--- src/common/capture_pkg.sv ---
`default_nettype none

package capture_pkg;

    typedef logic [15:0] pixel_t;      // rgb565
    typedef logic [31:0] word_t;       // even pixel in the lower half
    typedef logic [20:0] mem_addr_t;   // word address in external memory
    typedef logic [1:0]  cmd_t;

    localparam cmd_t CMD_FRAME_START = 2'd1;
    localparam cmd_t CMD_ROW_START   = 2'd2;
    localparam cmd_t CMD_FRAME_END   = 2'd3;

    localparam int FRAME_WIDTH    = 16;
    localparam int FRAME_HEIGHT   = 4;
    localparam int WORDS_PER_ROW  = FRAME_WIDTH / 2;
    localparam int BURST_WORDS    = 4;
    localparam int READ_LATENCY   = 2;
    localparam int CMD_FIFO_DEPTH = 4;
    localparam int CMD_PTR_W      = $clog2(CMD_FIFO_DEPTH);

    typedef logic [2:0] word_index_t;
    typedef logic [1:0] row_index_t;
    typedef logic [CMD_PTR_W-1:0] cmd_ptr_t;
    typedef logic [CMD_PTR_W:0]   cmd_count_t;

    typedef enum logic [2:0] {
        ST_IDLE,
        ST_WAIT_FRAME_START,
        ST_WAIT_ROW_START,
        ST_REQUEST,
        ST_BURST,
        ST_RELEASE,
        ST_WAIT_FRAME_END,
        ST_DONE
    } uploader_state_t;

endpackage

`default_nettype wire

--- src/common/mem_burst_if.sv ---
`default_nettype none

interface mem_burst_if
    import capture_pkg::*;
();
    logic      write_rq;    // held high for the whole grant
    logic      write_ack;   // level grant from the memory side
    logic      mem_wr_en;
    mem_addr_t write_addr;
    word_t     write_data;

    modport uploader (
        output write_rq, mem_wr_en, write_addr, write_data,
        input  write_ack
    );

    modport memory (
        input  write_rq, mem_wr_en, write_addr, write_data,
        output write_ack
    );

endinterface

`default_nettype wire

--- src/frame_uploader/frame_uploader.sv ---
`default_nettype none

module frame_uploader
    import capture_pkg::*;
(
    input  wire           clk,
    input  wire           reset_n,
    input  wire           start,
    input  mem_addr_t     base_addr,
    input  wire           cmd_ready,
    input  cmd_t          cmd_head,
    input  word_t         rd_data,
    output logic          cmd_pop,
    output logic          rd_bank,
    output word_index_t   rd_word,
    output logic          upload_done,
    mem_burst_if.uploader mem
);

    uploader_state_t         state;
    row_index_t              row_idx;
    mem_addr_t               read_addr;     // address of the next word to read
    logic                    issue_done;
    logic                    issue;
    logic                    burst_last;
    logic                    cmd_wait;
    logic [READ_LATENCY-1:0] beat_pipe;
    mem_addr_t               addr_pipe [READ_LATENCY];

    assign cmd_wait    = (state == ST_WAIT_FRAME_START) || (state == ST_WAIT_ROW_START) ||
                         (state == ST_WAIT_FRAME_END);
    assign cmd_pop     = cmd_wait && cmd_ready;
    assign issue       = (state == ST_BURST) && !issue_done;
    assign burst_last  = ((int'(rd_word) % BURST_WORDS) == BURST_WORDS - 1);
    assign rd_bank     = row_idx[0];
    assign upload_done = (state == ST_DONE);

    // beat strobe follows the read through the line buffer latency
    always_ff @(posedge clk or negedge reset_n) begin
        if (!reset_n) begin
            beat_pipe     <= '0;
            mem.mem_wr_en <= 1'b0;
        end else begin
            beat_pipe     <= {beat_pipe[READ_LATENCY-2:0], issue};
            mem.mem_wr_en <= beat_pipe[READ_LATENCY-1];
        end
    end

    always_ff @(posedge clk) begin
        addr_pipe[0] <= read_addr;
        for (int i = 1; i < READ_LATENCY; i++) begin
            addr_pipe[i] <= addr_pipe[i-1];
        end
        mem.write_addr <= addr_pipe[READ_LATENCY-1];
        mem.write_data <= rd_data;
    end

    always_ff @(posedge clk or negedge reset_n) begin
        if (!reset_n) begin
            state        <= ST_IDLE;
            row_idx      <= '0;
            rd_word      <= '0;
            read_addr    <= '0;
            issue_done   <= 1'b0;
            mem.write_rq <= 1'b0;
        end else begin
            case (state)
                ST_IDLE: begin
                    if (start) begin
                        read_addr <= base_addr;
                        row_idx   <= '0;
                        rd_word   <= '0;
                        state     <= ST_WAIT_FRAME_START;
                    end
                end
                ST_WAIT_FRAME_START: begin
                    if (cmd_ready && cmd_head == CMD_FRAME_START) begin
                        state <= ST_WAIT_ROW_START;
                    end
                end
                ST_WAIT_ROW_START: begin
                    if (cmd_ready && cmd_head == CMD_ROW_START) begin
                        mem.write_rq <= 1'b1;
                        state        <= ST_REQUEST;
                    end
                end
                ST_REQUEST: begin
                    if (mem.write_ack) begin
                        issue_done <= 1'b0;
                        state      <= ST_BURST;
                    end
                end
                ST_BURST: begin
                    if (issue) begin
                        rd_word   <= rd_word + 1'b1;
                        read_addr <= read_addr + 1'b1;
                        if (burst_last) begin
                            issue_done <= 1'b1;
                        end
                    end
                    // last beat is on the bus and nothing is left in flight
                    if (issue_done && beat_pipe == '0 && mem.mem_wr_en) begin
                        mem.write_rq <= 1'b0;
                        state        <= ST_RELEASE;
                    end
                end
                ST_RELEASE: begin
                    if (!mem.write_ack) begin
                        if (rd_word != '0) begin
                            mem.write_rq <= 1'b1;   // more bursts in this row
                            state        <= ST_REQUEST;
                        end else begin
                            row_idx <= row_idx + 1'b1;
                            state   <= (row_idx == row_index_t'(FRAME_HEIGHT - 1)) ?
                                       ST_WAIT_FRAME_END : ST_WAIT_ROW_START;
                        end
                    end
                end
                ST_WAIT_FRAME_END: begin
                    if (cmd_ready && cmd_head == CMD_FRAME_END) begin
                        state <= ST_DONE;
                    end
                end
                ST_DONE: begin
                    state <= ST_IDLE;
                end
                default: begin
                    state <= ST_IDLE;
                end
            endcase
        end
    end

endmodule

`default_nettype wire

--- src/logic/capture_top.sv ---
`default_nettype none

module capture_top
    import capture_pkg::*;
(
    input  wire       clk,
    input  wire       reset_n,
    input  wire       start,
    input  mem_addr_t base_addr,
    input  wire       pixel_valid,
    input  pixel_t    pixel_data,
    input  wire       cmd_valid,
    input  cmd_t      cmd_code,
    input  wire       write_ack,
    output logic      write_rq,
    output mem_addr_t write_addr,
    output logic      mem_wr_en,
    output word_t     write_data,
    output logic      upload_done,
    output logic      cmd_overflow
);

    logic        cmd_ready;
    cmd_t        cmd_head;
    logic        cmd_pop;
    logic        rd_bank;
    word_index_t rd_word;
    word_t       rd_data;

    mem_burst_if mem_bus ();

    assign mem_bus.write_ack = write_ack;
    assign write_rq          = mem_bus.write_rq;
    assign write_addr        = mem_bus.write_addr;
    assign mem_wr_en         = mem_bus.mem_wr_en;
    assign write_data        = mem_bus.write_data;

    cmd_fifo u_cmd_fifo (
        .clk          (clk),
        .reset_n      (reset_n),
        .cmd_valid    (cmd_valid),
        .cmd_code     (cmd_code),
        .cmd_pop      (cmd_pop),
        .cmd_ready    (cmd_ready),
        .cmd_head     (cmd_head),
        .cmd_overflow (cmd_overflow)
    );

    line_buffer u_line_buffer (
        .clk         (clk),
        .reset_n     (reset_n),
        .pixel_valid (pixel_valid),
        .pixel_data  (pixel_data),
        .rd_bank     (rd_bank),
        .rd_word     (rd_word),
        .rd_data     (rd_data)
    );

    frame_uploader u_frame_uploader (
        .clk         (clk),
        .reset_n     (reset_n),
        .start       (start),
        .base_addr   (base_addr),
        .cmd_ready   (cmd_ready),
        .cmd_head    (cmd_head),
        .rd_data     (rd_data),
        .cmd_pop     (cmd_pop),
        .rd_bank     (rd_bank),
        .rd_word     (rd_word),
        .upload_done (upload_done),
        .mem         (mem_bus.uploader)
    );

endmodule

`default_nettype wire

--- src/logic/cmd_fifo.sv ---
`default_nettype none

module cmd_fifo
    import capture_pkg::*;
(
    input  wire  clk,
    input  wire  reset_n,
    input  wire  cmd_valid,
    input  cmd_t cmd_code,
    input  wire  cmd_pop,
    output logic cmd_ready,
    output cmd_t cmd_head,
    output logic cmd_overflow
);

    cmd_t       fifo_mem [CMD_FIFO_DEPTH];
    cmd_ptr_t   wr_ptr;
    cmd_ptr_t   rd_ptr;
    cmd_count_t count;
    logic       full;
    logic       push;
    logic       pop;

    assign full      = (count == cmd_count_t'(CMD_FIFO_DEPTH));
    assign push      = cmd_valid && !full;
    assign pop       = cmd_pop && cmd_ready;
    assign cmd_ready = (count != '0);
    assign cmd_head  = fifo_mem[rd_ptr];

    always_ff @(posedge clk) begin
        if (push) begin
            fifo_mem[wr_ptr] <= cmd_code;
        end
    end

    always_ff @(posedge clk or negedge reset_n) begin
        if (!reset_n) begin
            wr_ptr       <= '0;
            rd_ptr       <= '0;
            count        <= '0;
            cmd_overflow <= 1'b0;
        end else begin
            if (push) begin
                wr_ptr <= wr_ptr + 1'b1;   // wraps since the depth is a power of two
            end
            if (pop) begin
                rd_ptr <= rd_ptr + 1'b1;
            end
            case ({push, pop})
                2'b10:   count <= count + 1'b1;
                2'b01:   count <= count - 1'b1;
                default: count <= count;
            endcase
            if (cmd_valid && full) begin
                cmd_overflow <= 1'b1;      // sticky until reset
            end
        end
    end

endmodule

`default_nettype wire

--- src/logic/line_buffer.sv ---
`default_nettype none

module line_buffer
    import capture_pkg::*;
(
    input  wire         clk,
    input  wire         reset_n,
    input  wire         pixel_valid,
    input  pixel_t      pixel_data,
    input  wire         rd_bank,
    input  word_index_t rd_word,
    output word_t       rd_data
);

    word_t       bank_mem [2][WORDS_PER_ROW];
    word_t       array_q;      // array output register
    pixel_t      low_pixel;    // even pixel waiting for its partner
    logic        pair_phase;
    logic        pair_done;
    logic        wr_bank;
    word_index_t wr_word;

    assign pair_done = pixel_valid && pair_phase;

    always_ff @(posedge clk or negedge reset_n) begin
        if (!reset_n) begin
            pair_phase <= 1'b0;
            wr_word    <= '0;
            wr_bank    <= 1'b0;
        end else if (pixel_valid) begin
            pair_phase <= !pair_phase;
            if (pair_done) begin
                wr_word <= wr_word + 1'b1;
                if (wr_word == word_index_t'(WORDS_PER_ROW - 1)) begin
                    wr_bank <= !wr_bank;   // next row goes to the other bank
                end
            end
        end
    end

    always_ff @(posedge clk) begin
        if (pixel_valid && !pair_phase) begin
            low_pixel <= pixel_data;
        end
        if (pair_done) begin
            bank_mem[wr_bank][wr_word] <= {pixel_data, low_pixel};
        end
    end

    // two register stages as in a block RAM with buffered output
    always_ff @(posedge clk) begin
        array_q <= bank_mem[rd_bank][rd_word];
        rd_data <= array_q;
    end

endmodule

`default_nettype wire

--- config.mk ---
export PLATFORM = sky130hd
export DESIGN_NAME = capture_top
export DESIGN_NICKNAME = d
export VERILOG_FILES = /design/src/common/capture_pkg.sv /design/src/common/mem_burst_if.sv /design/src/frame_uploader/frame_uploader.sv /design/src/logic/capture_top.sv /design/src/logic/cmd_fifo.sv /design/src/logic/line_buffer.sv
export SDC_FILE = /design/constraint.sdc
export NUM_CORES = 1
export LEC_CHECK = 0
export BUFFER_PORTS_ARGS = -buffer_cell sky130_fd_sc_hd__buf_2
export CORE_ASPECT_RATIO = 0.5
export CORE_UTILIZATION = 55
export DETAILED_ROUTE_END_ITERATION = 10
export PLACE_DENSITY = 0.85
export SLEW_MARGIN = 25
export SYNTH_ARGS = -nofsm -noshare
export SYNTH_HDL_FRONTEND = slang
export SYNTH_SLANG_ARGS = --single-unit
--- constraint.sdc ---
create_clock -name clk -period 3.5 [get_ports clk]
set_clock_uncertainty 0.15 [all_clocks]
set_input_delay 0.7 -clock clk [delete_from_list [all_inputs] [get_ports clk]]
set_output_delay 0.7 -clock clk [all_outputs]
set_load 0.005 [all_outputs]
==> results.yml <==
route:
  routedWlPerCell_um: 29.42
  dr.pass1.iters: 6
  num_vias: 13350
  drc_errors: 0
  first_iter_violations: 1953
  ant_nets: 0
  via_per_inst: 6.424
  routed_wl_um: 61140
global_route:
  antenna_found_initial: 3
  overflow: 0
  grt_pass1_wl_um: 88330
  track_usage_pct: 25.43
  grt_max_degree: 51
  first_global_vias: 13200
setup_path:
  critical_path_class: "reg2reg"
  worst_setup_path_end_kind: "flop"
  cpMostUsedCell: "mux4_2"
  slowest_stage: "dfrtp_4"
  critPathBufInv: 1
  cp-start-kind: "flop"
  arrival_ns: 2.97
  path_cells: "buf_4 -> mux4_2 -> mux4_2"
  required_ns: 3.84
  crit_fanout: 38
  crit_family: "multiplexers"
  critPathMaxStageDelay_ns: 0.82
synthesis:
  synth.area.top_cells: "edfxtp_1, mux4_2, dfxtp_1"
  synth_edf_count: 536
  synth_top_area_share_pct: 61.50
  synth_fp_nets: 1305
  yosysSeqAreaShare_pct: 78.16
  synth_area_leader_cell: "edfxtp_1"
  synth_cells: 1248
  synth-seq-cells: 742
  syn_area_per_cell_um2: 20.97
  yosys_warnings: 0
  synth_flop_cell: "edfxtp_1"
  yosysUniqueCellTypes: 68
  async_flop_share_pct: 6.334
  synthesis.area_mm2: 0.02617
timing:
  fin_hold_ws_ns: 0.1698
  max_freq_mhz: 380.2
  setup_tns_ns: 0
  rsz0062_at_grt: "no"
  period_share_pct: 75.16
  hold_violations: 0
  fin_crit_ns: 2.630
  setup_viol: 0
  slew_headroom_pct: 39.08
  finalMaxSlewViolations: 0
  worst_slew_pin_slew_ns: 0.9139
power_and_ir_drop:
  ir_worst_vdd_v: 0.0005395
  powerDensity_mw_per_mm2: 805.3
  p_leak_nw: 9.909
clock_tree:
  cts_made_buffers: 58
  clk_path_buf_depth: 3
  post_cts_buffers: 0
  cts_tree: "built"
  path_clk_slew_ns: 0.07
  clock_latency_ns: 0.63
  clkSinkCount: 742
  htree_levels: 2
  clock-root-buffer: "clkbuf_16"
floorplan:
  coreArea_mm2: 0.04688
  initial_core_util_pct: 55.83
  rows: 56
  die_w_um: 310.5
  die_area_mm2: 0.04851
  ios: 102
  die_y_um: 156.2
flow_run:
  max_cap_viol_count: 0
finish:
  stdcell_area_mm2: 0.02971
  num-nets-final: 1445
  area_growth_pct: 13.54
  fill_cells: 2829
  drive_gt1_share_pct: 29.49
place:
  io_buffers: 101
  hpwl_um: 30280
  dpl_cell_area_mm2: 0.02774
  place_congestion: 0.8096
status:
  status: "finished clean"
worst_hold_path:
  hold_class: "in2reg"
## what timing repair did
action                    in CTS  in global routing
resized for setup              0                  0
hold endpoints to repair      47                  0
hold buffers                   1                  0
## cell type report
type                    count  area, um^2  area share [%]
diodes                      2       5.005         0.01684
clock buffers              87        1778           5.984
clock inverters            23       182.7          0.6148
inverters                  13       48.80          0.1642
multi-input cells         432        5490           18.48
flip-flops and latches    742       20460           68.86
well taps                 638       798.3           2.687
repair buffers            141       948.4           3.192
## power by group
| part | internal (mW) | switching (mW) | total (mW) |
|---|---|---|---|
| logic | 2.29 | 2.43 | 4.72 |
| registers | 11.2 | 1.17 | 12.4 |
| clock network | 3.62 | 3.18 | 6.80 |
## worst paths after layout
kind | from | endpoint | slack (ns) | cells after the start
setup / recovery | u_frame_uploader.rd_word[0]$_DFFE_PN0P_ | u_line_buffer.array_q[7]$_DFF_P_ | 0.87 | 3
hold / removal | cmd_code[1] | u_cmd_fifo.fifo_mem[1][1]$_DFFE_PP_ | 0.17 | 1
setup reg to reg | u_frame_uploader.rd_word[0]$_DFFE_PN0P_ | u_line_buffer.array_q[7]$_DFF_P_ | 0.87 | 3
hold reg to reg | u_frame_uploader.addr_pipe[1][4]$_DFF_P_ | u_frame_uploader.mem.write_addr[4]$_DFF_P_ | 0.17 | 0
max in group asynchronous | reset_n | u_frame_uploader.row_idx[0]$_DFFE_PN0P_ | 2.19 | 2
min in group asynchronous | reset_n | u_frame_uploader.read_addr[6]$_DFFE_PN0P_ | 0.50 | 2
## cells in the mapped netlist (5+ instances only)
master and n:
edfxtp_1 536, mux4_2 160, dfxtp_1 159, dfrtp_1 47, nor2_1 35, clkbuf_1 34, nand2_1 23, a21oi_1 22
o21ai_0 22, nand3_1 20, inv_1 12, ha_1 11, nand4_1 11, buf_6 10, buf_1 8, buf_2 8
and3_1 7, nand2b_1 7, nor3_1 7, a2bb2oi_1 6, and2_1 6, o22ai_1 6, xnor2_1 6, nor2b_1 5
## flip-flops by register name, indices dropped and copies added (netlist names), 3 cells and up
signal	cells
u_frame_uploader.read_addr	21
u_frame_uploader.mem.write_addr	21
u_frame_uploader.mem.write_data	32
u_line_buffer.bank_mem	512
u_line_buffer.low_pixel	16
u_frame_uploader.rd_word	3
u_frame_uploader.addr_pipe	42
u_line_buffer.wr_word	3
u_line_buffer.rd_data	32
u_cmd_fifo.fifo_mem	8
u_line_buffer.array_q	32
u_frame_uploader.state	3
u_cmd_fifo.count	3
## layout by cell type, fill, tap and decap left out, types with 4 or more instances in the layout
master     netlist  final
buf_12           0     11
inv_1           12     13
buf_2            8    100
nor2_1          35     23
clkbuf_1        34     10
nand2b_1         7      7
and3_1           7      7
clkbuf_8         0     15
nor3_4           0      4
xnor2_1          6      6
buf_4            1     29
clkbuf_16        0     61
a211oi_1         4      4
nand2_1         23     23
clkinv_2         0     12
o21ai_0         22     22
a2bb2oi_1        6      6
mux4_2         160    160
edfxtp_1       536    536
ha_1            11     11
nor2_4           0     12
nand4_1         11     11
o211ai_1         4      4
mux2i_1          4      4
o22ai_1          6      6
nand3_1         20     20
dfxtp_1        159    159
dfrtp_1         47     45
and2_1           6      6
nand3b_1         4      4
nor2b_1          5      5
a21oi_1         22     22
## cells by family after synthesis
kind of cell | Yosys count | synth area share [%]
AO/OA/AOI/OAI | 95 | 2.391
buffers and inverters | 74 | 1.401
adder cells (fa/ha/maj) | 12 | 0.6024
AND/OR/NAND/NOR | 149 | 3.093
multiplexers | 167 | 14.05
XOR/XNOR | 9 | 0.3012
flip-flops | 742 | 78.16
## per-stage QoR
stage	instances	util [%]	setup WS (ns)	total power, mW
3_3_place_gp	1965	59.17	0.8753	16.68
5_1_grt	2078	63.39	0.6918	24.72
4_1_cts	2076	63.38	0.8855	23.96
3_5_place_dp	1965	59.17	0.7726	17.06
6_report	2078	63.39	0.8695	23.93
2_1_floorplan	1248	-	0.3427	15.24
## per-layer routing
metal / GRT usage [%] / vias to the layer above / wire [um]
met2: 41.29 / 964 / 30350
met3: 5.471 / 120 / 6450
met5: 0 / - / 0
met4: 8.257 / 0 / 1611
met1: 34.76 / 6949 / 22730
li1: - / 5316 / -
Note: power is estimated with default switching activity, not from simulation.
